<file path="config.mk">
export PLATFORM = sky130hd
export DESIGN_NAME = fetch_unit
export DESIGN_NICKNAME = d
export VERILOG_FILES = /design/src/logic/rv_core_pkg.sv /design/src/logic/fetch_unit.sv
export SDC_FILE = /design/constraint.sdc
export NUM_CORES = 1
export LEC_CHECK = 0
export BUFFER_PORTS_ARGS = -buffer_cell sky130_fd_sc_hd__buf_4
export CAP_MARGIN = 0
export CORE_ASPECT_RATIO = 1.5
export CORE_MARGIN = 4
export CORE_UTILIZATION = 50
export CTS_CLUSTER_DIAMETER = 50
export DETAILED_ROUTE_END_ITERATION = 10
export GPL_TIMING_DRIVEN = 0
export HOLD_SLACK_MARGIN = 0.06
export PLACE_DENSITY = 0.86
export SYNTH_ARGS = -nofsm -noshare
export SYNTH_HDL_FRONTEND = slang
export SYNTH_SLANG_ARGS = --single-unit
export TNS_END_PERCENT = 20
</file>
<file path="constraint.sdc">
create_clock -name clock -period 7.8 [get_ports clock]
set_clock_uncertainty 0.1 [all_clocks]
set_input_delay 0.39 -clock clock [delete_from_list [all_inputs] [get_ports clock]]
set_output_delay 0.39 -clock clock [all_outputs]
set_load 0.005 [all_outputs]
</file>
<file path="src/logic/rv_core_pkg.sv">
package rv_core_pkg;

	localparam int xlen = 64;
	localparam int addr_w = 64;
	localparam int reg_idx_w = 5;

	localparam logic [31:0] nop_instr = 32'h0000_0013; // addi x0, x0, 0
	localparam logic [6:0] trap_opcode = 7'h6b;

	localparam logic [6:0] op_reg = 7'h33;
	localparam logic [6:0] op_imm = 7'h13;
	localparam logic [6:0] op_lui = 7'h37;
	localparam logic [6:0] op_auipc = 7'h17;
	localparam logic [6:0] op_jal = 7'h6f;
	localparam logic [6:0] op_branch = 7'h63;

	// branch kind carried from decode to execute
	localparam logic [1:0] br_none = 2'd0;
	localparam logic [1:0] br_eq = 2'd1;
	localparam logic [1:0] br_ne = 2'd2;
	localparam logic [1:0] br_lt = 2'd3;

	typedef enum logic [2:0] {
		alu_add,
		alu_sub,
		alu_and,
		alu_or,
		alu_xor,
		alu_slt,
		alu_pass_b // lui
	} alu_op_t;

	typedef union packed {
		struct packed {
			logic [6:0] funct7;
			logic [4:0] rs2;
			logic [4:0] rs1;
			logic [2:0] funct3;
			logic [4:0] rd;
			logic [6:0] opcode;
		} r_view;
		struct packed {
			logic [19:0] imm; // upper immediate of lui and auipc
			logic [4:0] rd;
			logic [6:0] opcode;
		} u_view;
	} instr_word_t;

endpackage

</file>
<file path="src/logic/fetch_unit.sv">
`timescale 1ns/1ns

module fetch_unit #(
	parameter logic [rv_core_pkg::addr_w-1:0] reset_pc = 64'h8000_0000
) (
	input  logic clock,
	input  logic reset,
	output logic ar_valid,
	input  logic ar_ready,
	output logic [rv_core_pkg::addr_w-1:0] ar_addr,
	input  logic r_valid,
	output logic r_ready,
	input  logic [rv_core_pkg::xlen-1:0] r_data,
	input  logic redirect_valid,
	input  logic [rv_core_pkg::addr_w-1:0] redirect_target,
	output logic fetch_valid,
	output logic [rv_core_pkg::addr_w-1:0] fetch_pc,
	output logic [31:0] fetch_instr
);

	localparam logic [1:0] st_idle = 2'd0;
	localparam logic [1:0] st_addr = 2'd1;
	localparam logic [1:0] st_wait = 2'd2;

	logic [1:0] state;
	logic [rv_core_pkg::addr_w-1:0] pc;
	logic discard; // response in flight belongs to a squashed path
	logic r_done;

	assign ar_valid = state == st_addr;
	assign r_ready = state == st_wait;
	assign r_done = r_ready && r_valid;

	always_ff @(posedge clock) begin
		if (reset) begin
			state <= st_idle;
			pc <= reset_pc;
			discard <= 1'b0;
			fetch_valid <= 1'b0;
		end else begin
			fetch_valid <= r_done && !discard && !redirect_valid;
			case (state)
				st_idle: state <= st_addr;
				st_addr: if (ar_ready) state <= st_wait;
				st_wait: if (r_valid) state <= st_idle;
				default: state <= st_idle;
			endcase
			if (redirect_valid) begin
				pc <= redirect_target;
				discard <= (state == st_addr) || (r_ready && !r_valid);
			end else if (r_done) begin
				if (!discard)
					pc <= ar_addr + rv_core_pkg::addr_w'(4);
				discard <= 1'b0;
			end
		end
	end

	// address held stable from idle until the ar handshake
	always_ff @(posedge clock) begin
		if (state == st_idle)
			ar_addr <= redirect_valid ? redirect_target : pc;
		if (r_done) begin
			fetch_pc <= ar_addr;
			fetch_instr <= ar_addr[2] ? r_data[63:32] : r_data[31:0];
		end
	end

endmodule

</file>
==> impl_metrics.json <==
{
  "min-delay-start": "redirect_target[2]",
  "numCtsBuffers": 22,
  "synth.area.top_cells": "edfxtp_1 48%, dfxtp_1 14%, mux2_2 9.4%",
  "cellPowerDensity_nw_per_um2": 218,
  "ys.flop_type": "edfxtp_1",
  "max_slew.worst_pin.slew_ps": 1450,
  "r2r-start": "ar_addr[3]$_DFFE_PN_",
  "die_h_um": 181,
  "diodes": 0,
  "fp.coreArea_um2": 19400,
  "gr-total-overflow": 0,
  "ios": 296,
  "ys_ff_latch": 228,
  "criticalPathCategory": "flop to flop",
  "fin_area_um2": 13400,
  "ir_drop_uv": 188,
  "p_clk_share_pct": 37.9,
  "arrival_ps": 3900,
  "fmax_ghz": 0.282,
  "cp-startpoint": "ar_addr[3]$_DFFE_PN_",
  "drt_iter0_drc": 670,
  "p_int_mw": 2.23,
  "die_w_um": 123,
  "path_clk_slew_ps": 60,
  "synth_edf_count": 160,
  "cts_tree": "done",
  "seq_area_frac_synth_pct": 62.0,
  "dr.pass1.iters": 5,
  "p_sw_mw": 0.688,
  "area_growth_pct": 34.4,
  "status": "complete, no violations",
  "switching_share_pct": 23.5,
  "nNetsFinal": 1237,
  "drc": 0,
  "hold_violations": 0,
  "syn-cell-area_um2": 9950,
  "dpl.cell_count": 1331,
  "synth_cell_types": 54,
  "numPortBuffers": 294,
  "wire_per_inst_um": 22.2,
  "ys_top_cells_by_count": "160 x edfxtp_1, 83 x mux2_2, 68 x dfxtp_1",
  "synth_nets": 911,
  "die_area_um2": 22300,
  "cts_max_level": 1,
  "clockBufferDepth": 3,
  "grt_max_degree": 54,
  "multiInputGateArea_um2": 3510,
  "worstHoldPathType": "primary input to flop",
  "p_seq_share_pct": 50.4,
  "yosys_warnings": 0,
  "fin_crit_sh_pct": 45.5,
  "p_comb_share_pct": 11.7,
  "clockRootBuffer": "clkbuf_16",
  "cap_violations": 0,
  "crit_path_start_kind": "flop",
  "post_drt_via_cell_ratio": 5.82,
  "post_dp_cell_area_um2": 12600,
  "cellLeakagePower_nw": 5.04,
  "synth.largest_area_cell": "edfxtp_1",
  "clock_latency_ps": 500,
  "report.final.slew_viol_count": 0,
  "cp.required_ps": 8140,
  "antenna_found_initial": 0,
  "slew-limit-headroom_pct": 2.57,
  "drive_gt1_share_pct": 38.2,
  "syn_area_per_cell_um2": 12.8,
  "vias": 8009,
  "gp_congestion": 0.858,
  "track_usage_pct": 26.7,
  "start_util_pct": 51.3,
  "ys_async_sr_fraction_pct": 0,
  "register_area_um2": 6170,
  "period_minus_slack_ps": 3550,
  "path_max_fanout": 8,
  "instances_no_fill": 1375,
  "drt-total-wl_um": 30600,
  "worstSetupEndpointType": "flop",
  "grt_pass1_vias": 8128,
  "setup_viol": 0,
  "cts_resized": 0,
  "fin_setup_tns_ps": 0,
  "rsz0062_at_grt": "false",
  "rows": 62,
  "ant_nets": 0,
  "dp_hpwl_um": 21900,
  "numClockSinks": 228,
  "synth_top_area_share_pct": 48.3,
  "grt_pass1_wl_um": 46000,
  "yosysMostFrequentCell": "edfxtp_1",
  "nFillCells": 1413,
  "synthCells": 777
}
==> path summary, 6_finish.rpt <==
kind | to | slack [ps] | cells past startpoint
worst min register to register | fetch_pc[0]$_DFFE_PP_ | 390 | 0
worst min-delay path | pc[2]$_SDFFE_PP0P_ | 80 | 3
worst max-delay path | pc[62]$_SDFFE_PP0P_ | 4250 | 6
worst max register to register | pc[62]$_SDFFE_PP0P_ | 4250 | 6
==> sequential cells by signal, summed over array words and instances (netlist names) <==
signal / count
ar_addr: 64
fetch_instr: 32
discard: 1
pc: 64
fetch_pc: 64
state: 2
fetch_valid: 1
==> final cells by class <==
class,count,share of cell area [%]
Timing Repair Buffer,302,17.5
Tap cell,256,2.39
Clock buffer,29,4.62
Sequential cell,228,46.1
Clock inverter,11,1.00
Inverter,23,0.646
Multi-Input combinational cell,475,26.3
Buffer,51,1.46
==> stage by stage <==
stage          worst slack [ps]  utilization, %  power, mW  hold WS, ps
2_1_floorplan              3550               -       1.63          356
3_3_place_gp               2020            64.3       1.82          367
3_5_place_dp               4370            64.9       1.83          375
4_1_cts                    4350            69.0       2.93         66.6
5_1_grt                    4080            69.0       3.02         76.9
6_report                   4250            69.0       2.92         77.4
==> kinds of logic after synthesis <==
kind of cell,Yosys count,share of synthesized area (%)
muxes,87,9.80
AOI/OAI and AO/OA,147,10.1
xor gates and xnor gates,47,4.14
DFF,228,62.0
and+or+nand+nor,193,11.1
adders and majority gates,1,0.126
buffers and inverters,74,2.83
==> layer usage <==
metal / up-vias / part of all wire, % / global-route usage, %
li1: 3662 / - / -
met1: 3847 / 34 / 30.0
met2: 421 / 53 / 48.3
met3: 79 / 8.6 / 4.85
met4: 0 / 4.2 / 11.7
met5: - / 0 / 0
==> timing repair <==
action                                 in CTS  in global routing
buffers inserted                            0                  0
setup endpoints to repair                   0                  0
hold buffers                                4                  0
endpoints found under the hold margin       4                  0
==> worst max-delay path, stage by stage (launching register included) <==
cell	delay, ps
edfxtp_1	460
ha_1	290
nand4_2	220
nor4_1	1200
nand4_1	570
or4_1	570
nand4b_1	100
==> cell usage in the layout, fill, tap and decap left out, types with 25 or more instances in the layout <==
| master | Yosys | routed |
|---|---|---|
| buf_4 | 0 | 294 |
| edfxtp_1 | 160 | 160 |
| mux2_2 | 83 | 83 |
| dfxtp_1 | 68 | 68 |
| clkbuf_1 | 44 | 48 |
| a22oi_1 | 47 | 47 |
| nand2_1 | 45 | 45 |
| o22ai_1 | 42 | 42 |
| xnor2_1 | 31 | 31 |
| nand3_1 | 27 | 27 |
| nand4_1 | 25 | 25 |
==> power by group through the flow <==
stage	registers (mW)	logic, mW	clock network, mW
2_1_floorplan	1.48	0.153	0
3_3_place_gp	1.50	0.321	0
3_5_place_dp	1.49	0.337	0
4_1_cts	1.47	0.344	1.12
5_1_grt	1.48	0.369	1.17
6_report	1.47	0.341	1.11
Note: power is estimated with default switching activity, not from simulation.
