## config.mk

```make
export PLATFORM = sky130hd
export DESIGN_NAME = register_file
export DESIGN_NICKNAME = d
export VERILOG_FILES = /design/src/logic/rv_core_pkg.sv /design/src/logic/register_file.sv
export SDC_FILE = /design/constraint.sdc
export NUM_CORES = 2
export LEC_CHECK = 0
export BUFFER_PORTS_ARGS = -buffer_cell sky130_fd_sc_hd__clkbuf_2
export CAP_MARGIN = 10
export CORE_UTILIZATION = 55
export DETAILED_ROUTE_END_ITERATION = 8
export PLACE_DENSITY_LB_ADDON = 0.15
export SLEW_MARGIN = 25
export SYNTH_ARGS = -nofsm -noshare
export SYNTH_HDL_FRONTEND = slang
export SYNTH_SLANG_ARGS = --single-unit
export TNS_END_PERCENT = 50
```

## constraint.sdc

```tcl
create_clock -name clock -period 8.4 [get_ports clock]
set_clock_uncertainty 0.2 [all_clocks]
set_input_delay 2.52 -clock clock [delete_from_list [all_inputs] [get_ports clock]]
set_output_delay 2.52 -clock clock [all_outputs]
set_load 0.01 [all_outputs]
```

## src/logic/rv_core_pkg.sv

```systemverilog
package rv_core_pkg;

	localparam int xlen = 64;
	localparam int addr_w = 64;
	localparam int reg_idx_w = 5;

	localparam logic [31:0] nop_instr = 32'h0000_0013; // addi x0, x0, 0
	localparam logic [6:0] trap_opcode = 7'h6b;

	localparam logic [6:0] op_reg = 7'h33;
	localparam logic [6:0] op_imm = 7'h13;
	localparam logic [6:0] op_lui = 7'h37;
	localparam logic [6:0] op_auipc = 7'h17;
	localparam logic [6:0] op_jal = 7'h6f;
	localparam logic [6:0] op_branch = 7'h63;

	// branch kind carried from decode to execute
	localparam logic [1:0] br_none = 2'd0;
	localparam logic [1:0] br_eq = 2'd1;
	localparam logic [1:0] br_ne = 2'd2;
	localparam logic [1:0] br_lt = 2'd3;

	typedef enum logic [2:0] {
		alu_add,
		alu_sub,
		alu_and,
		alu_or,
		alu_xor,
		alu_slt,
		alu_pass_b // lui
	} alu_op_t;

	typedef union packed {
		struct packed {
			logic [6:0] funct7;
			logic [4:0] rs2;
			logic [4:0] rs1;
			logic [2:0] funct3;
			logic [4:0] rd;
			logic [6:0] opcode;
		} r_view;
		struct packed {
			logic [19:0] imm; // upper immediate of lui and auipc
			logic [4:0] rd;
			logic [6:0] opcode;
		} u_view;
	} instr_word_t;

endpackage

```

## src/logic/register_file.sv

```systemverilog
`timescale 1ns/1ns

module register_file (
	input  logic clock,
	input  logic reset,
	input  logic [rv_core_pkg::reg_idx_w-1:0] rs1_index,
	input  logic [rv_core_pkg::reg_idx_w-1:0] rs2_index,
	output logic [rv_core_pkg::xlen-1:0] rs1_value,
	output logic [rv_core_pkg::xlen-1:0] rs2_value,
	input  logic write_en,
	input  logic [rv_core_pkg::reg_idx_w-1:0] write_index,
	input  logic [rv_core_pkg::xlen-1:0] write_data
);

	logic [rv_core_pkg::xlen-1:0] regs [0:31];

	always_ff @(posedge clock) begin
		if (reset) begin
			for (int i = 0; i < 32; i++)
				regs[i] <= '0;
		end else if (write_en && write_index != '0) begin
			regs[write_index] <= write_data; // x0 never written
		end
	end

	assign rs1_value = regs[rs1_index];
	assign rs2_value = regs[rs2_index];

endmodule

```

==> out/qor.log <==
[worst_setup_path] worst path arrival time 5.52 ns
[worst_setup_path] data required time at the worst endpoint 5.68 ns
[worst_setup_path] Setup CP Type input pin to output port
[logic_synthesis] instance count of the mapped netlist 7001
[final_layout] largest registers in the final layout regs (2048)
[min_path] Tightest Hold Check Type input pin to register
[global_route] pin count of the biggest net entering global routing 77
[routing] average vias per placed instance 7.46
[floorplan] initial cell density of the core 0.554
[final_layout] max FFs per register 2048
[routing] sum of met3 wire segment lengths after detailed routing 64.8 mm
[place] IO Port Bufs 209
[global_route] vias in the first global route 70400
[clocking] count of hold-fix buffers inserted at cts 0
[logic_synthesis] Synth Cell Area 0.107 sq mm
[global_route] residual overflow from global routing 0
[routing] detailed-routed wire length on met2 185 mm
[final_layout] filler cell count in the final layout 14000
[sta] Max-Slew Margin vs Limit 0.188
[place] number of placed instances with taps included 9422
[final_layout] post-route cell area 0.119 sq mm
[min_path] Hold Path End regs[0][2]
[job] maxcap violations 0
[global_route] GR Util All Layers 0.426
[routing] Post-DRT Antenna Nets 0
[clocking] count of clock tree sinks 2048
[sta] total negative slack 0 ns
[clocking] TritonCTS clock tree done
[global_route] global-route wire length before repair 568 mm
[run_status] result of the run finished clean
[clocking] Resized cells post-CTS 0
[power] total leakage power 41.2 nW
[clocking] CTS buffer count 215
[clocking] Post-CTS Setup Bufs 0
[sta] total of endpoints with negative setup slack in the final report 0
[sta] Highest Clock Rate 0.121 GHz
[sta] WHS 1.99 ns
[worst_setup_path] kind of end point of the critical path output port
[power] part of the power in registers 0.494
[sta] Period minus WS final 8.24 ns
[sta] RSZ-0062 raised after global routing no
[routing] count of unresolved DRC violations after routing 0
[routing] highest metal layer used by the detailed router met5
[worst_setup_path] critical path launch point type input pin
[floorplan] Die Height 442 um
[sta] Worst Setup Slack, final 0.162 ns
[clocking] largest buffer count on any clock path 3
[floorplan] number of core rows 161
[sta] total count of hold-check failures in the final report 0
[routing] DRT met1 WL 138 mm
[logic_synthesis] EDFF count, synth 2048
[clocking] Clk pin slew, worst setup/hold paths 0.06 ns
[final_layout] final net count 7196
[logic_synthesis] total number of yosys warnings 0
[power] Switching Power 6.33 mW
[final_layout] area growth from synthesis to layout 11.5%
[logic_synthesis] Distinct cells, synth 41
[final_layout] layout cell share with drive strength beyond 1 0.262
[place] Place WS 0.249 ns
[routing] final routed wire length divided by cell count 42.6 um
[routing] vias 73600
[final_layout] number of standard cells in the layout, taps in and fillers out 9876
[logic_synthesis] sequential area share after synthesis 0.576
[power] power share of the clock group 0.383
[logic_synthesis] most used flip-flop cell after synthesis sky130_fd_sc_hd__edfxtp_1
[logic_synthesis] number of synthesized register bits 2048
[sta] Final Max Slew Viols 0
[logic_synthesis] synthesized area per cell 15.2 sq um
[power] combinational cell fraction of total power 0.123
[global_route] number of antenna violations at the first check in global routing 49
[min_path] Hold Path Origin reset
[floorplan] die outline area 0.196 sq mm
[routing] First-pass DRT Iterations 8
[power] final total power 24.5 mW
[logic_synthesis] ys async rst share 0
[final_layout] core occupancy in the finished layout 0.618
[sta] worst-margin pin slew 1.21 ns
[power] Switching Fraction 0.258
[power] power per unit of standard cell area 206 mW/mm^2
[power] worst ir drop on vdd 0.240 mV
[clocking] CTS root buffer sky130_fd_sc_hd__clkbuf_16
[min_path] cell depth of the worst hold path 1
[power] internal power contribution 18.2 mW
[routing] Iteration-0 DRC Markers 14200
[place] post-DP HPWL 244 mm
[place] instance area at placement 0.112 sq mm
[floorplan] core outline area 0.193 sq mm
[routing] Total Wirelength 421 mm
[place] gp weighted congestion 0.965
[clocking] Max H-tree Level 4
[final_layout] register containing the most flip-flops in the final layout regs
[worst_setup_path] CP max FO 22
[sta] ratio of final minimum period to clock period 0.981
[floorplan] top-level port count 210
[floorplan] Chip Width 442 um
[logic make-up after synthesis]
kind of cell | after synthesis | share of synthesized area
DFF | 2048 | 0.576
buffers and inverters | 771 | 0.0344
muxes | 1187 | 0.214
AOI/OAI and AO/OA | 627 | 0.0394
and+or+nand+nor | 2367 | 0.136
other | 1 | 0.0000351
[critical path: stages]
cell and delay [ns]:
sky130_fd_sc_hd__buf_2 0.68, sky130_fd_sc_hd__nor2b_1 0.16, sky130_fd_sc_hd__buf_4 0.21, sky130_fd_sc_hd__nand2_4 0.30, sky130_fd_sc_hd__buf_4 0.36, sky130_fd_sc_hd__o22ai_1 0.18, sky130_fd_sc_hd__nor4_2 0.63, sky130_fd_sc_hd__buf_4 0.26
sky130_fd_sc_hd__clkbuf_2 0.16
[how the worst max path moves through the flow]
stage / from / end / slack, ns / cells past startpoint
6_report: rs2_index[3] / rs2_value[33] / 0.16 / 9
5_1_grt: rs2_index[3] / rs2_value[33] / 0.29 / 9
4_1_cts: rs2_index[3] / rs2_value[18] / 0.22 / 10
3_5_place_dp: rs2_index[3] / rs2_value[18] / 0.25 / 10
3_3_place_gp: rs1_index[0] / rs1_value[29] / -0.06 / 8
2_1_floorplan: rs2_index[0] / rs2_value[19] / 1.71 / 8
[layer usage]
layer,GRT usage,up-vias
li1,-,27400
met1,0.546,37300
met2,0.626,7231
met3,0.129,1683
met4,0.293,16
met5,0,-
[synth_stat cells, types with 2 or more instances]
library cell                   n  share of area
sky130_fd_sc_hd__mux4_2      869           0.18
sky130_fd_sc_hd__a2111oi_0    13         0.0011
sky130_fd_sc_hd__clkbuf_2     47         0.0022
sky130_fd_sc_hd__or3_1         5        0.00029
sky130_fd_sc_hd__buf_2       153         0.0072
sky130_fd_sc_hd__edfxtp_1   2048           0.58
sky130_fd_sc_hd__nand3b_1      6        0.00042
sky130_fd_sc_hd__nor3_1        6        0.00028
sky130_fd_sc_hd__nand2_1      22        0.00077
sky130_fd_sc_hd__a211oi_1     36         0.0025
sky130_fd_sc_hd__a221oi_1      5        0.00041
sky130_fd_sc_hd__o21ai_0       5        0.00023
sky130_fd_sc_hd__nand3_1      49         0.0023
sky130_fd_sc_hd__o22ai_1     326          0.019
sky130_fd_sc_hd__mux2i_1     286          0.027
sky130_fd_sc_hd__and2_1     1991           0.12
sky130_fd_sc_hd__a22oi_1     196          0.014
sky130_fd_sc_hd__or2_2        37         0.0022
sky130_fd_sc_hd__mux2_2       32         0.0034
sky130_fd_sc_hd__nand2b_1     12        0.00070
sky130_fd_sc_hd__clkbuf_1    451          0.016
sky130_fd_sc_hd__buf_1        12        0.00042
sky130_fd_sc_hd__buf_8         5        0.00070
sky130_fd_sc_hd__a21oi_1      41         0.0019
sky130_fd_sc_hd__nor2b_1      47         0.0028
sky130_fd_sc_hd__a31oi_1       2        0.00012
sky130_fd_sc_hd__buf_6        20         0.0021
sky130_fd_sc_hd__nand4_1      26         0.0015
sky130_fd_sc_hd__nor2_1       67         0.0024
sky130_fd_sc_hd__nor4_1       95         0.0056
sky130_fd_sc_hd__buf_4        81         0.0057
[power by group through the flow]
stage	clock network [mW]	registers, mW	logic (mW)
final	9.39	12.1	3.03
after global routing	9.72	12.2	3.06
after global placement	0	12.3	2.90
after detailed placement	0	12.3	2.93
after CTS	9.35	12.1	2.94
after floorplan	0	12.2	1.73
[final cells by class]
cell class              instances  area, sq um  area share
inverters                       1         3.75   0.0000315
flip-flops and latches       2048        61500       0.517
repair buffers                603         5170      0.0435
diodes                         57          143     0.00120
multi-input cells            4245        42300       0.355
well taps                    2526         3160      0.0266
clock inverters               128         1120     0.00944
clock buffers                 268         5620      0.0472
[layout by cell type (no fill, tap or decap), types with 51 or more instances in the layout]
cell,synthesis,routed
sky130_fd_sc_hd__a22oi_1,196,196
sky130_fd_sc_hd__and2_1,1991,1989
sky130_fd_sc_hd__buf_12,1,82
sky130_fd_sc_hd__buf_4,81,306
sky130_fd_sc_hd__clkbuf_1,451,51
sky130_fd_sc_hd__clkbuf_16,0,217
sky130_fd_sc_hd__clkbuf_2,47,202
sky130_fd_sc_hd__clkinv_1,1,53
sky130_fd_sc_hd__conb_1,1,64
sky130_fd_sc_hd__diode_2,0,57
sky130_fd_sc_hd__edfxtp_1,2048,2048
sky130_fd_sc_hd__mux2i_1,286,286
sky130_fd_sc_hd__mux4_2,869,869
sky130_fd_sc_hd__nor4_1,95,90
sky130_fd_sc_hd__o22ai_1,326,326
Note: power is estimated with default switching activity, not from simulation.
