===== src/logic/rv_core_pkg.sv =====
package rv_core_pkg;

	localparam int xlen = 64;
	localparam int addr_w = 64;
	localparam int reg_idx_w = 5;

	localparam logic [31:0] nop_instr = 32'h0000_0013; // addi x0, x0, 0
	localparam logic [6:0] trap_opcode = 7'h6b;

	localparam logic [6:0] op_reg = 7'h33;
	localparam logic [6:0] op_imm = 7'h13;
	localparam logic [6:0] op_lui = 7'h37;
	localparam logic [6:0] op_auipc = 7'h17;
	localparam logic [6:0] op_jal = 7'h6f;
	localparam logic [6:0] op_branch = 7'h63;

	// branch kind carried from decode to execute
	localparam logic [1:0] br_none = 2'd0;
	localparam logic [1:0] br_eq = 2'd1;
	localparam logic [1:0] br_ne = 2'd2;
	localparam logic [1:0] br_lt = 2'd3;

	typedef enum logic [2:0] {
		alu_add,
		alu_sub,
		alu_and,
		alu_or,
		alu_xor,
		alu_slt,
		alu_pass_b // lui
	} alu_op_t;

	typedef union packed {
		struct packed {
			logic [6:0] funct7;
			logic [4:0] rs2;
			logic [4:0] rs1;
			logic [2:0] funct3;
			logic [4:0] rd;
			logic [6:0] opcode;
		} r_view;
		struct packed {
			logic [19:0] imm; // upper immediate of lui and auipc
			logic [4:0] rd;
			logic [6:0] opcode;
		} u_view;
	} instr_word_t;

endpackage


===== src/logic/pipe_ifaces.sv =====


interface retire_if;
	logic valid;
	logic [rv_core_pkg::addr_w-1:0] pc;
	logic [31:0] instr;
	logic [rv_core_pkg::reg_idx_w-1:0] rd;
	logic reg_wen;
	logic [rv_core_pkg::xlen-1:0] data;

	modport execute (output valid, pc, instr, rd, reg_wen, data);
	modport writeback (input valid, pc, instr, rd, reg_wen, data);
endinterface

interface bypass_if;
	logic valid;
	logic [rv_core_pkg::reg_idx_w-1:0] rd;
	logic wen;
	logic [rv_core_pkg::xlen-1:0] data;

	modport driver (output valid, rd, wen, data);
	modport reader (input valid, rd, wen, data);
endinterface


===== src/logic/writeback_stage.sv =====
`timescale 1ns/1ns

module writeback_stage (
	input  logic clock,
	input  logic reset,
	retire_if.writeback retire,
	bypass_if.driver wb_bypass,
	output logic write_en,
	output logic [rv_core_pkg::reg_idx_w-1:0] write_index,
	output logic [rv_core_pkg::xlen-1:0] write_data,
	output logic commit_valid,
	output logic [rv_core_pkg::addr_w-1:0] commit_pc,
	output logic [31:0] commit_instr,
	output logic commit_wen,
	output logic [rv_core_pkg::reg_idx_w-1:0] commit_rd,
	output logic [rv_core_pkg::xlen-1:0] commit_data,
	output logic trap_valid,
	output logic [7:0] trap_code
);

	logic trapped; // sticky, blocks all later commits

	assign commit_valid = retire.valid && !trapped;
	assign commit_pc = retire.pc;
	assign commit_instr = retire.instr;
	assign commit_wen = retire.reg_wen;
	assign commit_rd = retire.rd;
	assign commit_data = retire.data;

	assign write_en = commit_valid && retire.reg_wen;
	assign write_index = retire.rd;
	assign write_data = retire.data;

	assign wb_bypass.valid = commit_valid;
	assign wb_bypass.rd = retire.rd;
	assign wb_bypass.wen = retire.reg_wen;
	assign wb_bypass.data = retire.data;

	assign trap_valid = trapped;

	always_ff @(posedge clock) begin
		if (reset) begin
			trapped <= 1'b0;
			trap_code <= '0;
		end else if (commit_valid && retire.instr[6:0] == rv_core_pkg::trap_opcode) begin
			trapped <= 1'b1;
			trap_code <= retire.data[7:0]; // low byte of x10
		end
	end

endmodule


===== src/flat_wrapper.sv =====
// flat-port wrapper written by rule: the top's interface ports become plain ports
module writeback_stage_flat 
  (clock, reset, write_en, write_index, write_data, commit_valid, commit_pc, commit_instr, commit_wen, commit_rd, commit_data, trap_valid, trap_code, retire_valid, retire_pc, retire_instr, retire_rd, retire_reg_wen, retire_data, wb_bypass_valid, wb_bypass_rd, wb_bypass_wen, wb_bypass_data);
  retire_if retire_i ();
  bypass_if wb_bypass_i ();
  input  logic clock;
  input  logic reset;
  output logic write_en;
  output logic [rv_core_pkg::reg_idx_w-1:0] write_index;
  output logic [rv_core_pkg::xlen-1:0] write_data;
  output logic commit_valid;
  output logic [rv_core_pkg::addr_w-1:0] commit_pc;
  output logic [31:0] commit_instr;
  output logic commit_wen;
  output logic [rv_core_pkg::reg_idx_w-1:0] commit_rd;
  output logic [rv_core_pkg::xlen-1:0] commit_data;
  output logic trap_valid;
  output logic [7:0] trap_code;
  input wire logic [$bits(retire_i.valid)-1:0] retire_valid;
  input wire logic [$bits(retire_i.pc)-1:0] retire_pc;
  input wire logic [$bits(retire_i.instr)-1:0] retire_instr;
  input wire logic [$bits(retire_i.rd)-1:0] retire_rd;
  input wire logic [$bits(retire_i.reg_wen)-1:0] retire_reg_wen;
  input wire logic [$bits(retire_i.data)-1:0] retire_data;
  output wire logic [$bits(wb_bypass_i.valid)-1:0] wb_bypass_valid;
  output wire logic [$bits(wb_bypass_i.rd)-1:0] wb_bypass_rd;
  output wire logic [$bits(wb_bypass_i.wen)-1:0] wb_bypass_wen;
  output wire logic [$bits(wb_bypass_i.data)-1:0] wb_bypass_data;
  assign retire_i.valid = retire_valid;
  assign retire_i.pc = retire_pc;
  assign retire_i.instr = retire_instr;
  assign retire_i.rd = retire_rd;
  assign retire_i.reg_wen = retire_reg_wen;
  assign retire_i.data = retire_data;
  assign wb_bypass_valid = wb_bypass_i.valid;
  assign wb_bypass_rd = wb_bypass_i.rd;
  assign wb_bypass_wen = wb_bypass_i.wen;
  assign wb_bypass_data = wb_bypass_i.data;
  writeback_stage u_core (.clock(clock), .reset(reset), .retire(retire_i), .wb_bypass(wb_bypass_i), .write_en(write_en), .write_index(write_index), .write_data(write_data), .commit_valid(commit_valid), .commit_pc(commit_pc), .commit_instr(commit_instr), .commit_wen(commit_wen), .commit_rd(commit_rd), .commit_data(commit_data), .trap_valid(trap_valid), .trap_code(trap_code));
endmodule

===== config.mk =====
export PLATFORM = sky130hd
export DESIGN_NAME = writeback_stage_flat
export DESIGN_NICKNAME = d
export VERILOG_FILES = /design/src/logic/rv_core_pkg.sv /design/src/logic/pipe_ifaces.sv /design/src/logic/writeback_stage.sv /design/src/flat_wrapper.sv
export SDC_FILE = /design/constraint.sdc
export NUM_CORES = 1
export LEC_CHECK = 0
export BUFFER_PORTS_ARGS = -buffer_cell sky130_fd_sc_hd__clkbuf_2
export CAP_MARGIN = 20
export CORE_AREA = 2 2 192 194
export DETAILED_ROUTE_END_ITERATION = 10
export DIE_AREA = 0 0 194 196
export PLACE_DENSITY = 0.4
export SYNTH_ARGS = -nofsm -noshare
export SYNTH_HDL_FRONTEND = slang
export SYNTH_SLANG_ARGS = --single-unit

===== constraint.sdc =====
create_clock -name clock -period 2.1 [get_ports clock]
set_clock_uncertainty 0.1 [all_clocks]
set_input_delay 0.315 -clock clock [delete_from_list [all_inputs] [get_ports clock]]
set_output_delay 0.315 -clock clock [all_outputs]
set_load 0.01 [all_outputs]

==> results.toml <==
[run_status]
outcome = "finished, final reports clean"

[clock_network]
clkSlewWorstSetupHoldPaths_ns = 0.04
post_cts_buffers = 0
number_of_instances_resized_during_post_cts_repair = 0
cts_hold_buffers = 0
cts_htree_levels = 1
clk_root_buffer_cell = "sky130_fd_sc_hd__clkbuf_16"
cts_made_buffers = 3
tritoncts = "yes"
cts-root-to-sink-buffers = 2
cts.sink_count = 9
later_pin_clock_latency_in_the_skew_report_ns = 0.23

[synth]
synth_top_family_by_area = "buffers and inverters"
synth.net_count = 516
simple_gate_portion_of_the_synthesized_area_pct = 5.15
synth_edf_count = 0
netlist_top_cells_area = "sky130_fd_sc_hd__buf_4 (84%), sky130_fd_sc_hd__dfxtp_1 (6.6%), sky130_fd_sc_hd__nand2b_1 (3.7%), sky130_fd_sc_hd__mux2i_1 (2.9%), sky130_fd_sc_hd__buf_6 (0.41%)"
synth-compound-area-share_pct = 0.368
syn_area_mm2 = 0.00272
dominantRegCellSynth = "sky130_fd_sc_hd__dfxtp_1"
synth_commonest_cells = "sky130_fd_sc_hd__buf_4 (306), sky130_fd_sc_hd__nand2b_1 (16), sky130_fd_sc_hd__dfxtp_1 (9)"
synth-async-reset-ratio_pct = 0
post_synthesis_cell_count = 347
yosysMostFrequentCell = "sky130_fd_sc_hd__buf_4"
post_synth_xor_area_fraction_pct = 0
syn_avg_cell_area_um2 = 7.85
synth_mux_area_share_pct = 2.94
synth_top_cell_by_area = "sky130_fd_sc_hd__buf_4"
yosys.cell_types.count = 12
synthAdderAreaFrac_pct = 0
synth_top_area_share_pct = 84.4
synth_seq_cells = 9
synth.yosys.warnings = 0
synth_seq_area_share_pct = 6.62

[setup_path]
timing.critical_path.to_type = "register"
crit_path_cell_trace = "nor2b_2, and3_1, mux2i_1"
r2r_start = "u_core.trap_valid"
critPathArrivalTime_ns = 1.73
highest_net_fanout_along_the_worst_path = 9
criticalPathCategory = "reg2reg"
critical_path_rt_ns = 2.16
r2r_cells = 3
largest_delay_share_family_worst_path = "simple AND/OR/NAND/NOR gates"
crit_buf_inv = 0
timing.critical_path.slowest_stage_cell = "sky130_fd_sc_hd__and3_1"
setup.worst_path.start_class = "register"
crit_cells = 3
critical_path.startpoint = "u_core.trap_valid"
max_stage_delay_ns = 0.62

[drt]
drt_antenna_net_count = 0
route.detailed.drc = 0
vias_per_cell = 1.54
drt_pre_antenna_iters = 4
vias_after_detailed_routing = 885
detail_route.wirelength_um = 6090
routedWlPerCell_um = 10.6
drt_first_iter_violations = 10

[hold_path]
worst_hold_startpoint = "retire_data[0]"
timing.hold.worst.class = "in2reg"
min_delay_path_depth = 3

[timing]
timing.slew.headroom_pct = 58.3
setup-violations-final = 0
worst_slack_ns = 0.426
fin_tns_setup_ns = 0
min_period_ns = 1.67
timing.final.hold_violations = 0
slew_violations = 0
setup_repair_after_global_routing_missed_its_margin = "no"
max_slew.worst_pin.slew_ns = 0.625
timing.fmax_mhz = 597
final_min_period_over_clock_period_pct = 79.7

[layout]
post-route-cell-area_mm2 = 0.00139
syn2layout_area_growth_pct = -48.9
layout.cells.non_filler = 574
final_layout_size_suffix_gt1_share_pct = 63.2
antenna_cells_inserted = 0
finalNetCount = 276

[grt]
grt_remaining_overflow = 0
antenna_violations_before_repair = 0
grt_start_max_net_pins = 18
global_route_wire_length_before_repair_um = 7360
overall_global_routing_resource_usage_pct = 2.88
grt_pass1_vias = 884

[floorplanning]
num_rows = 70
num_io_pins = 486
dieArea_mm2 = 0.0380
fp.dieH_um = 196
initial_utilization_pct = 7.55
die-width_um = 194
placeableCoreArea_mm2 = 0.0361

[pwr]
power_per_cell_area_mw_per_mm2 = 439
total_power_mw = 0.610
power_leakage_nw = 0.460
vdd_ir_drop_max_v = 0.000365

[place]
port-buffer-count = 63
gp_congestion = 0.559
numPlacedInstances = 570
dpl_cell_area_mm2 = 0.00131
dp_worst_setup_slack_ns = 0.251
place.detailed.hpwl_um = 5270

[run]
maxCapViolations = 0
==> cells in the final DEF, fill, tap and decap left out <==
cell type and count:
sky130_fd_sc_hd__mux2i_1 8, sky130_fd_sc_hd__and3b_1 1, sky130_fd_sc_hd__clkbuf_1 1, sky130_fd_sc_hd__clkbuf_16 3, sky130_fd_sc_hd__and3_1 1, sky130_fd_sc_hd__and4b_1 1, sky130_fd_sc_hd__clkbuf_2 63, sky130_fd_sc_hd__o21ba_1 1
sky130_fd_sc_hd__and2_1 1, sky130_fd_sc_hd__nand2b_1 16, sky130_fd_sc_hd__nor2b_2 1, sky130_fd_sc_hd__dfxtp_1 9
==> metrics by stage <==
| stage | hold slack, ns | utilization [%] |
|---|---|---|
| 6_report | 0.265 | 3.85 |
| 5_1_grt | 0.286 | 3.85 |
| 4_1_cts | 0.268 | 3.85 |
| 3_5_place_dp | 0.363 | 3.63 |
| 3_3_place_gp | 0.362 | 3.63 |
| 2_1_floorplan | 0.370 | - |
==> kinds of logic (layout without fill, tap and decap cells) <==
logic type      after synthesis  after routing
buf+inv                     308             67
mux                           8              8
flops                         9              9
simple gates                 21             21
compound gates                1              1
==> path summary, 6_finish.rpt <==
check / endpoint / slack, ns
worst max register to register: u_core.trap_code[5] / 0.43
worst max-delay path: u_core.trap_code[5] / 0.43
worst min register to register: u_core.trap_code[0] / 0.37
worst min-delay path: u_core.trap_code[0] / 0.27
==> sequential cells by signal (all words and copies together) (netlist names) <==
name,cells
u_core.trap_code,8
u_core.trap_valid,1
==> power by group <==
group | internal (mW) | total, mW | switching, mW | leakage (nW)
registers | 0.172 | 0.172 | 0.000268 | 0.0725
logic | 0.0442 | 0.0978 | 0.0536 | 0.350
clock network | 0.254 | 0.340 | 0.0860 | 0.0382
==> worst min-delay path, cell delays in order <==
cell and delay [ns]:
sky130_fd_sc_hd__clkbuf_2 0.10, sky130_fd_sc_hd__nand2b_1 0.07, sky130_fd_sc_hd__mux2i_1 0.06
==> per-layer routing <==
metal	GRT usage (%)	vias up	part of all wire [%]
met3	2.96	130	29
met1	0.979	284	12
met5	0	-	0
met2	3.93	199	40
met4	6.26	0	20
li1	-	272	-
==> layout make-up <==
class / instances / area, µm²
multi-input combinational: 30 / 230
fill: 4344 / 34700
clock buffer: 4 / 78.8
tap: 468 / 586
sequential: 9 / 180
timing repair buffer: 63 / 315
(Power assumes the default switching activity.)
