<file path="src/logic/rv_core_pkg.sv">
package rv_core_pkg;

	localparam int xlen = 64;
	localparam int addr_w = 64;
	localparam int reg_idx_w = 5;

	localparam logic [31:0] nop_instr = 32'h0000_0013; // addi x0, x0, 0
	localparam logic [6:0] trap_opcode = 7'h6b;

	localparam logic [6:0] op_reg = 7'h33;
	localparam logic [6:0] op_imm = 7'h13;
	localparam logic [6:0] op_lui = 7'h37;
	localparam logic [6:0] op_auipc = 7'h17;
	localparam logic [6:0] op_jal = 7'h6f;
	localparam logic [6:0] op_branch = 7'h63;

	// branch kind carried from decode to execute
	localparam logic [1:0] br_none = 2'd0;
	localparam logic [1:0] br_eq = 2'd1;
	localparam logic [1:0] br_ne = 2'd2;
	localparam logic [1:0] br_lt = 2'd3;

	typedef enum logic [2:0] {
		alu_add,
		alu_sub,
		alu_and,
		alu_or,
		alu_xor,
		alu_slt,
		alu_pass_b // lui
	} alu_op_t;

	typedef union packed {
		struct packed {
			logic [6:0] funct7;
			logic [4:0] rs2;
			logic [4:0] rs1;
			logic [2:0] funct3;
			logic [4:0] rd;
			logic [6:0] opcode;
		} r_view;
		struct packed {
			logic [19:0] imm; // upper immediate of lui and auipc
			logic [4:0] rd;
			logic [6:0] opcode;
		} u_view;
	} instr_word_t;

endpackage

</file>
<file path="src/logic/pipe_ifaces.sv">
`timescale 1ns/1ns

interface issue_if;
	logic valid;
	logic [rv_core_pkg::addr_w-1:0] pc;
	logic [31:0] instr;
	rv_core_pkg::alu_op_t alu_op;
	logic [rv_core_pkg::xlen-1:0] operand_a;
	logic [rv_core_pkg::xlen-1:0] operand_b;
	logic [rv_core_pkg::xlen-1:0] rs2_value; // branch compare source
	logic [rv_core_pkg::reg_idx_w-1:0] rd;
	logic reg_wen;
	logic [1:0] branch_kind;
	logic jump;
	logic [rv_core_pkg::addr_w-1:0] target_offset;

	modport decode (output valid, pc, instr, alu_op, operand_a, operand_b, rs2_value,
		rd, reg_wen, branch_kind, jump, target_offset);
	modport execute (input valid, pc, instr, alu_op, operand_a, operand_b, rs2_value,
		rd, reg_wen, branch_kind, jump, target_offset);
endinterface

interface retire_if;
	logic valid;
	logic [rv_core_pkg::addr_w-1:0] pc;
	logic [31:0] instr;
	logic [rv_core_pkg::reg_idx_w-1:0] rd;
	logic reg_wen;
	logic [rv_core_pkg::xlen-1:0] data;

	modport execute (output valid, pc, instr, rd, reg_wen, data);
	modport writeback (input valid, pc, instr, rd, reg_wen, data);
endinterface

interface bypass_if;
	logic valid;
	logic [rv_core_pkg::reg_idx_w-1:0] rd;
	logic wen;
	logic [rv_core_pkg::xlen-1:0] data;

	modport driver (output valid, rd, wen, data);
	modport reader (input valid, rd, wen, data);
endinterface

</file>
<file path="src/logic/execute_stage.sv">
`timescale 1ns/1ns

module execute_stage (
	input  logic clock,
	input  logic reset,
	issue_if.execute issue,
	retire_if.execute retire,
	bypass_if.driver ex_bypass,
	output logic redirect_valid,
	output logic [rv_core_pkg::addr_w-1:0] redirect_target
);

	logic [rv_core_pkg::xlen-1:0] result;
	logic taken;

	always_comb begin
		case (issue.alu_op)
			rv_core_pkg::alu_add: result = issue.operand_a + issue.operand_b;
			rv_core_pkg::alu_sub: result = issue.operand_a - issue.operand_b;
			rv_core_pkg::alu_and: result = issue.operand_a & issue.operand_b;
			rv_core_pkg::alu_or: result = issue.operand_a | issue.operand_b;
			rv_core_pkg::alu_xor: result = issue.operand_a ^ issue.operand_b;
			rv_core_pkg::alu_slt: begin
				result = {{(rv_core_pkg::xlen-1){1'b0}},
					$signed(issue.operand_a) < $signed(issue.operand_b)};
			end
			rv_core_pkg::alu_pass_b: result = issue.operand_b;
			default: result = issue.operand_a + issue.operand_b;
		endcase
	end

	always_comb begin
		case (issue.branch_kind)
			rv_core_pkg::br_eq: taken = issue.operand_a == issue.rs2_value;
			rv_core_pkg::br_ne: taken = issue.operand_a != issue.rs2_value;
			rv_core_pkg::br_lt: taken = $signed(issue.operand_a) < $signed(issue.rs2_value);
			default: taken = 1'b0;
		endcase
	end

	assign redirect_valid = issue.valid && (issue.jump || taken);
	assign redirect_target = issue.pc + issue.target_offset;

	assign ex_bypass.valid = issue.valid;
	assign ex_bypass.rd = issue.rd;
	assign ex_bypass.wen = issue.reg_wen;
	assign ex_bypass.data = result;

	always_ff @(posedge clock) begin
		if (reset)
			retire.valid <= 1'b0;
		else
			retire.valid <= issue.valid;
	end

	always_ff @(posedge clock) begin
		retire.pc <= issue.pc;
		retire.instr <= issue.instr;
		retire.rd <= issue.rd;
		retire.reg_wen <= issue.reg_wen;
		retire.data <= result;
	end

endmodule

</file>
<file path="src/flat_wrapper.sv">
// flat-port wrapper written by rule: the top's interface ports become plain ports
module execute_stage_flat 
  (clock, reset, redirect_valid, redirect_target, issue_valid, issue_pc, issue_instr, issue_alu_op, issue_operand_a, issue_operand_b, issue_rs2_value, issue_rd, issue_reg_wen, issue_branch_kind, issue_jump, issue_target_offset, retire_valid, retire_pc, retire_instr, retire_rd, retire_reg_wen, retire_data, ex_bypass_valid, ex_bypass_rd, ex_bypass_wen, ex_bypass_data);
  issue_if issue_i ();
  retire_if retire_i ();
  bypass_if ex_bypass_i ();
  input  logic clock;
  input  logic reset;
  output logic redirect_valid;
  output logic [rv_core_pkg::addr_w-1:0] redirect_target;
  input wire logic [$bits(issue_i.valid)-1:0] issue_valid;
  input wire logic [$bits(issue_i.pc)-1:0] issue_pc;
  input wire logic [$bits(issue_i.instr)-1:0] issue_instr;
  input wire logic [$bits(issue_i.alu_op)-1:0] issue_alu_op;
  input wire logic [$bits(issue_i.operand_a)-1:0] issue_operand_a;
  input wire logic [$bits(issue_i.operand_b)-1:0] issue_operand_b;
  input wire logic [$bits(issue_i.rs2_value)-1:0] issue_rs2_value;
  input wire logic [$bits(issue_i.rd)-1:0] issue_rd;
  input wire logic [$bits(issue_i.reg_wen)-1:0] issue_reg_wen;
  input wire logic [$bits(issue_i.branch_kind)-1:0] issue_branch_kind;
  input wire logic [$bits(issue_i.jump)-1:0] issue_jump;
  input wire logic [$bits(issue_i.target_offset)-1:0] issue_target_offset;
  output wire logic [$bits(retire_i.valid)-1:0] retire_valid;
  output wire logic [$bits(retire_i.pc)-1:0] retire_pc;
  output wire logic [$bits(retire_i.instr)-1:0] retire_instr;
  output wire logic [$bits(retire_i.rd)-1:0] retire_rd;
  output wire logic [$bits(retire_i.reg_wen)-1:0] retire_reg_wen;
  output wire logic [$bits(retire_i.data)-1:0] retire_data;
  output wire logic [$bits(ex_bypass_i.valid)-1:0] ex_bypass_valid;
  output wire logic [$bits(ex_bypass_i.rd)-1:0] ex_bypass_rd;
  output wire logic [$bits(ex_bypass_i.wen)-1:0] ex_bypass_wen;
  output wire logic [$bits(ex_bypass_i.data)-1:0] ex_bypass_data;
  assign issue_i.valid = issue_valid;
  assign issue_i.pc = issue_pc;
  assign issue_i.instr = issue_instr;
  assign issue_i.alu_op = issue_alu_op;
  assign issue_i.operand_a = issue_operand_a;
  assign issue_i.operand_b = issue_operand_b;
  assign issue_i.rs2_value = issue_rs2_value;
  assign issue_i.rd = issue_rd;
  assign issue_i.reg_wen = issue_reg_wen;
  assign issue_i.branch_kind = issue_branch_kind;
  assign issue_i.jump = issue_jump;
  assign issue_i.target_offset = issue_target_offset;
  assign retire_valid = retire_i.valid;
  assign retire_pc = retire_i.pc;
  assign retire_instr = retire_i.instr;
  assign retire_rd = retire_i.rd;
  assign retire_reg_wen = retire_i.reg_wen;
  assign retire_data = retire_i.data;
  assign ex_bypass_valid = ex_bypass_i.valid;
  assign ex_bypass_rd = ex_bypass_i.rd;
  assign ex_bypass_wen = ex_bypass_i.wen;
  assign ex_bypass_data = ex_bypass_i.data;
  execute_stage u_core (.clock(clock), .reset(reset), .issue(issue_i), .retire(retire_i), .ex_bypass(ex_bypass_i), .redirect_valid(redirect_valid), .redirect_target(redirect_target));
endmodule
</file>
<file path="config.mk">
export PLATFORM = sky130hd
export DESIGN_NAME = execute_stage_flat
export DESIGN_NICKNAME = d
export VERILOG_FILES = /design/src/logic/rv_core_pkg.sv /design/src/logic/pipe_ifaces.sv /design/src/logic/execute_stage.sv /design/src/flat_wrapper.sv
export SDC_FILE = /design/constraint.sdc
export NUM_CORES = 1
export LEC_CHECK = 0
export BUFFER_PORTS_ARGS = -buffer_cell sky130_fd_sc_hd__buf_2
export CORE_AREA = 2 2 260 262
export DETAILED_ROUTE_END_ITERATION = 10
export DIE_AREA = 0 0 262 264
export MAX_ROUTING_LAYER = met4
export PLACE_DENSITY = 0.59
export SETUP_SLACK_MARGIN = 0.2
export SLEW_MARGIN = 20
export SYNTH_ARGS = -nofsm -noshare
export SYNTH_HDL_FRONTEND = slang
export SYNTH_SLANG_ARGS = --single-unit
</file>
<file path="constraint.sdc">
create_clock -name clock -period 5.5 [get_ports clock]
set_input_delay 0.825 -clock clock [delete_from_list [all_inputs] [get_ports clock]]
set_output_delay 0.825 -clock clock [all_outputs]
set_load 0.005 [all_outputs]
</file>
==> results_dict.tcl <==
set metrics [dict create \
    grt_pass1_vias 22900 \
    endpoint_kind "output port" \
    fp.dieW_microns 262 \
    start_kind "input pin" \
    core_sq_um 66600 \
    wl_per_cell_microns 21.7 \
    clock.fmax_mhz 188 \
    switching_share_pct 43.1 \
    period_minus_slack_ns 5.32 \
    core.rowCount 95 \
    min_to "u_core.retire.instr[19]" \
    placedCellCount 4373 \
    path_clk_slew_ns 0.08 \
    p_int_uw 3120 \
    die_y_microns 264 \
    critPathArrivalTime_ns 4.49 \
    crit_required_ns 4.68 \
    gp_congestion 1.03 \
    synthCells 2824 \
    holdWs_ns 0.414 \
    p_switching_uw 2370 \
    synth_area_leaders "ha_1, dfxtp_1, a21oi_1, inv_1, o21ai_0" \
    setup_viol 0 \
    htreeDepth 4 \
    drt_iter0_drc 2175 \
    dieArea_sq_um 69200 \
    outcome "finished clean" \
    vias 24500 \
    cts_root_buffer "clkbuf_16" \
    fin_cells 4435 \
    dr.pass1.iters 6 \
    pre_cts_ws_ns -0.105 \
    seqPwrFrac_pct 24.8 \
    syn2layout_area_growth_pct 31.1 \
    clock-sinks 167 \
    synth_top_area_share_pct 19.5 \
    synth_seq_cells 167 \
    globalRouteMet3Util_pct 4.89 \
    final-seq-area_sq_um 3340 \
    grt_max_degree 111 \
    io_buffers 669 \
    synth_enable_flop_cells 0 \
    ir_drop_v 0.000176 \
    cp_max_fo 4 \
    drc_errors 0 \
    final_cell_mix "buf_2, inv_1, a21oi_1, ha_1, o21ai_0" \
    hp-start "issue_instr[19]" \
    final_antenna_net_count 0 \
    grt_overflow_total 0 \
    postCtsHoldBufs 0 \
    grt_use_met1_pct 34.0 \
    synth_fp_nets 3513 \
    routed_wl_microns 96400 \
    crit_type "input pin to output port" \
    min_path_cells 1 \
    final_core_util_pct 40.2 \
    grt_usage_pct 27.4 \
    yosysUniqueCellTypes 84 \
    dpl.hpwl_microns 78900 \
    synth_warnings 0 \
    finalCritPeriodShare_pct 96.7 \
    hp-class "input pin to flip-flop" \
    cts.path.max_buffers 2 \
    top_usage_layer "met2" \
    design_area_sq_um 26800 \
    viasPerCell 5.51 \
    p_leak_uw 0.0135 \
    max_slew_margin_pct 31.1 \
    grt_pass1_wl_microns 141000 \
    async_reset_ff_share_pct 0 \
    powerDensity_nw_per_um2 205 \
    cts_tree "done" \
    final_common_cell "buf_2" \
    synth.avg_cell_area_sq_um 7.23 \
    multi_input_area_sq_um 15700 \
    ioPinCount 670 \
    synth_seq_area_share_pct 16.4 \
    setup_ws_ns 0.181 \
    p_comb_share_pct 52.1 \
    drive_gt1_share_pct 27.9 \
    synth_top_cell_by_area "ha_1" \
    post_dp_cell_area_sq_um 25500 \
    clockPowerShare_pct 23.1 \
    slew_viol_final 0 \
    cap_violations 0 \
    fill_cells 7090 \
    cts_buffers 17 \
    fin_nets 4223 \
    start_util_pct 30.7 \
    max_slew.worst_pin.slew_ns 1.03 \
    antenna_found_initial 19 \
    syn-cell-area_sq_um 20400 \
    grt_setup_unrepaired "yes" \
    hold_viol 0 \
    grtUsageMet2_pct 44.5 \
    ys.flop_type "dfxtp_1" \
]
## routing by layer
metal	vias to the layer above	part of all wire (%)
met5	-	0
li1	11700	-
met4	0	3.0
met2	1094	47
met3	163	8.0
met1	11500	42
## worst max path at each step
| stage | from | end | slack, ns | cells after the start |
|---|---|---|---|---|
| final | issue_operand_b[1] | ex_bypass_data[61] | 0.18 | 18 |
| after detailed placement | issue_operand_b[10] | ex_bypass_data[40] | -0.11 | 17 |
| after CTS | issue_operand_a[32] | ex_bypass_data[53] | 0.12 | 17 |
| after global routing | issue_operand_b[1] | ex_bypass_data[57] | 0.05 | 18 |
| after global placement | issue_operand_b[10] | ex_bypass_data[40] | -0.15 | 17 |
| after floorplan | issue_operand_b[10] | ex_bypass_data[62] | 0.81 | 14 |
## critical path, cell delays in order
cell        delay [ns]
buf_8             0.08
clkinvlp_4        0.13
ha_4              0.31
a211o_1           0.22
a2111oi_4         0.10
buf_4             0.15
or4b_4            0.54
a311oi_2          0.27
buf_4             0.17
o2111ai_4         0.14
a211o_1           0.41
a31o_4            0.29
o21a_1            0.18
mux2i_1           0.16
o31ai_1           0.09
a21oi_1           0.17
buf_4             0.16
buf_6             0.09
## state kept, by name (all words and copies together) (netlist names)
register,flops
u_core.retire.data,64
u_core.retire.instr,32
u_core.retire.pc,64
u_core.retire.rd,5
u_core.retire.reg_wen,1
u_core.retire.valid,1
## power groups by stage
stage,registers [uW],logic [uW],clock network [uW]
floorplan,1410,1480,0
global placement,1390,2720,0
detailed placement,1390,2710,0
CTS,1360,2740,1310
global route,1370,3100,1350
finish,1360,2860,1270
## through the flow
step	total power (uW)	TNS [ns]
global route	5820	0
floorplan	2890	0
global placement	4110	-0.277
detailed placement	4100	-0.210
finish	5490	0
CTS	5410	0
## cell usage after synthesis (14+ instances only)
| cell | n |
|---|---|
| a211oi_1 | 18 |
| a21o_1 | 105 |
| a21oi_1 | 319 |
| a221o_1 | 27 |
| a221oi_1 | 23 |
| a22oi_1 | 38 |
| a31oi_1 | 31 |
| and3_1 | 15 |
| buf_1 | 14 |
| clkbuf_1 | 134 |
| dfxtp_1 | 167 |
| ha_1 | 319 |
| inv_1 | 318 |
| nand2_1 | 165 |
| nand2b_1 | 33 |
| nand3_1 | 48 |
| nand4_1 | 47 |
| nor2_1 | 181 |
| nor2b_1 | 32 |
| nor3_1 | 33 |
| nor4_1 | 26 |
| o211ai_1 | 24 |
| o21a_1 | 17 |
| o21ai_0 | 233 |
| o21bai_1 | 44 |
| o221ai_1 | 22 |
| o22ai_1 | 58 |
| o31ai_1 | 32 |
| or3_1 | 16 |
| xnor2_1 | 73 |
| xor2_1 | 28 |
## what timing repair did
action                                  in CTS  in global routing
buffers inserted                             2                 13
endpoints found under the hold margin        0                  0
gates cloned                                 0                  0
endpoints found under the setup margin      14                 45
pin swaps                                    6                 42
resized for setup                           23                 93
## kinds of logic (layout without fill, tap and decap cells)
group                    after synthesis  after routing  share of synthesized area [%]
adder cells (fa/ha/maj)              322            322                           19.8
buffers and inverters                482           1205                           9.07
AO/OA/AOI/OAI                       1102           1102                           34.8
XOR/XNOR                             101            101                           4.33
other                                  0             15                              0
AND/OR/NAND/NOR                      639            639                           15.1
flip-flops                           167            167                           16.4
multiplexers                          11             11                          0.545
## layout make-up
cell class / count / share of cell area [%]
tap: 873 / 4.08
clock buffer: 18 / 1.60
inverter: 320 / 4.50
clock inverter: 14 / 0.542
timing repair buffer: 853 / 17.9
antenna: 15 / 0.140
multi-input combinational: 2175 / 58.7
sequential: 167 / 12.5
Power figures use the tool's default switching activity.
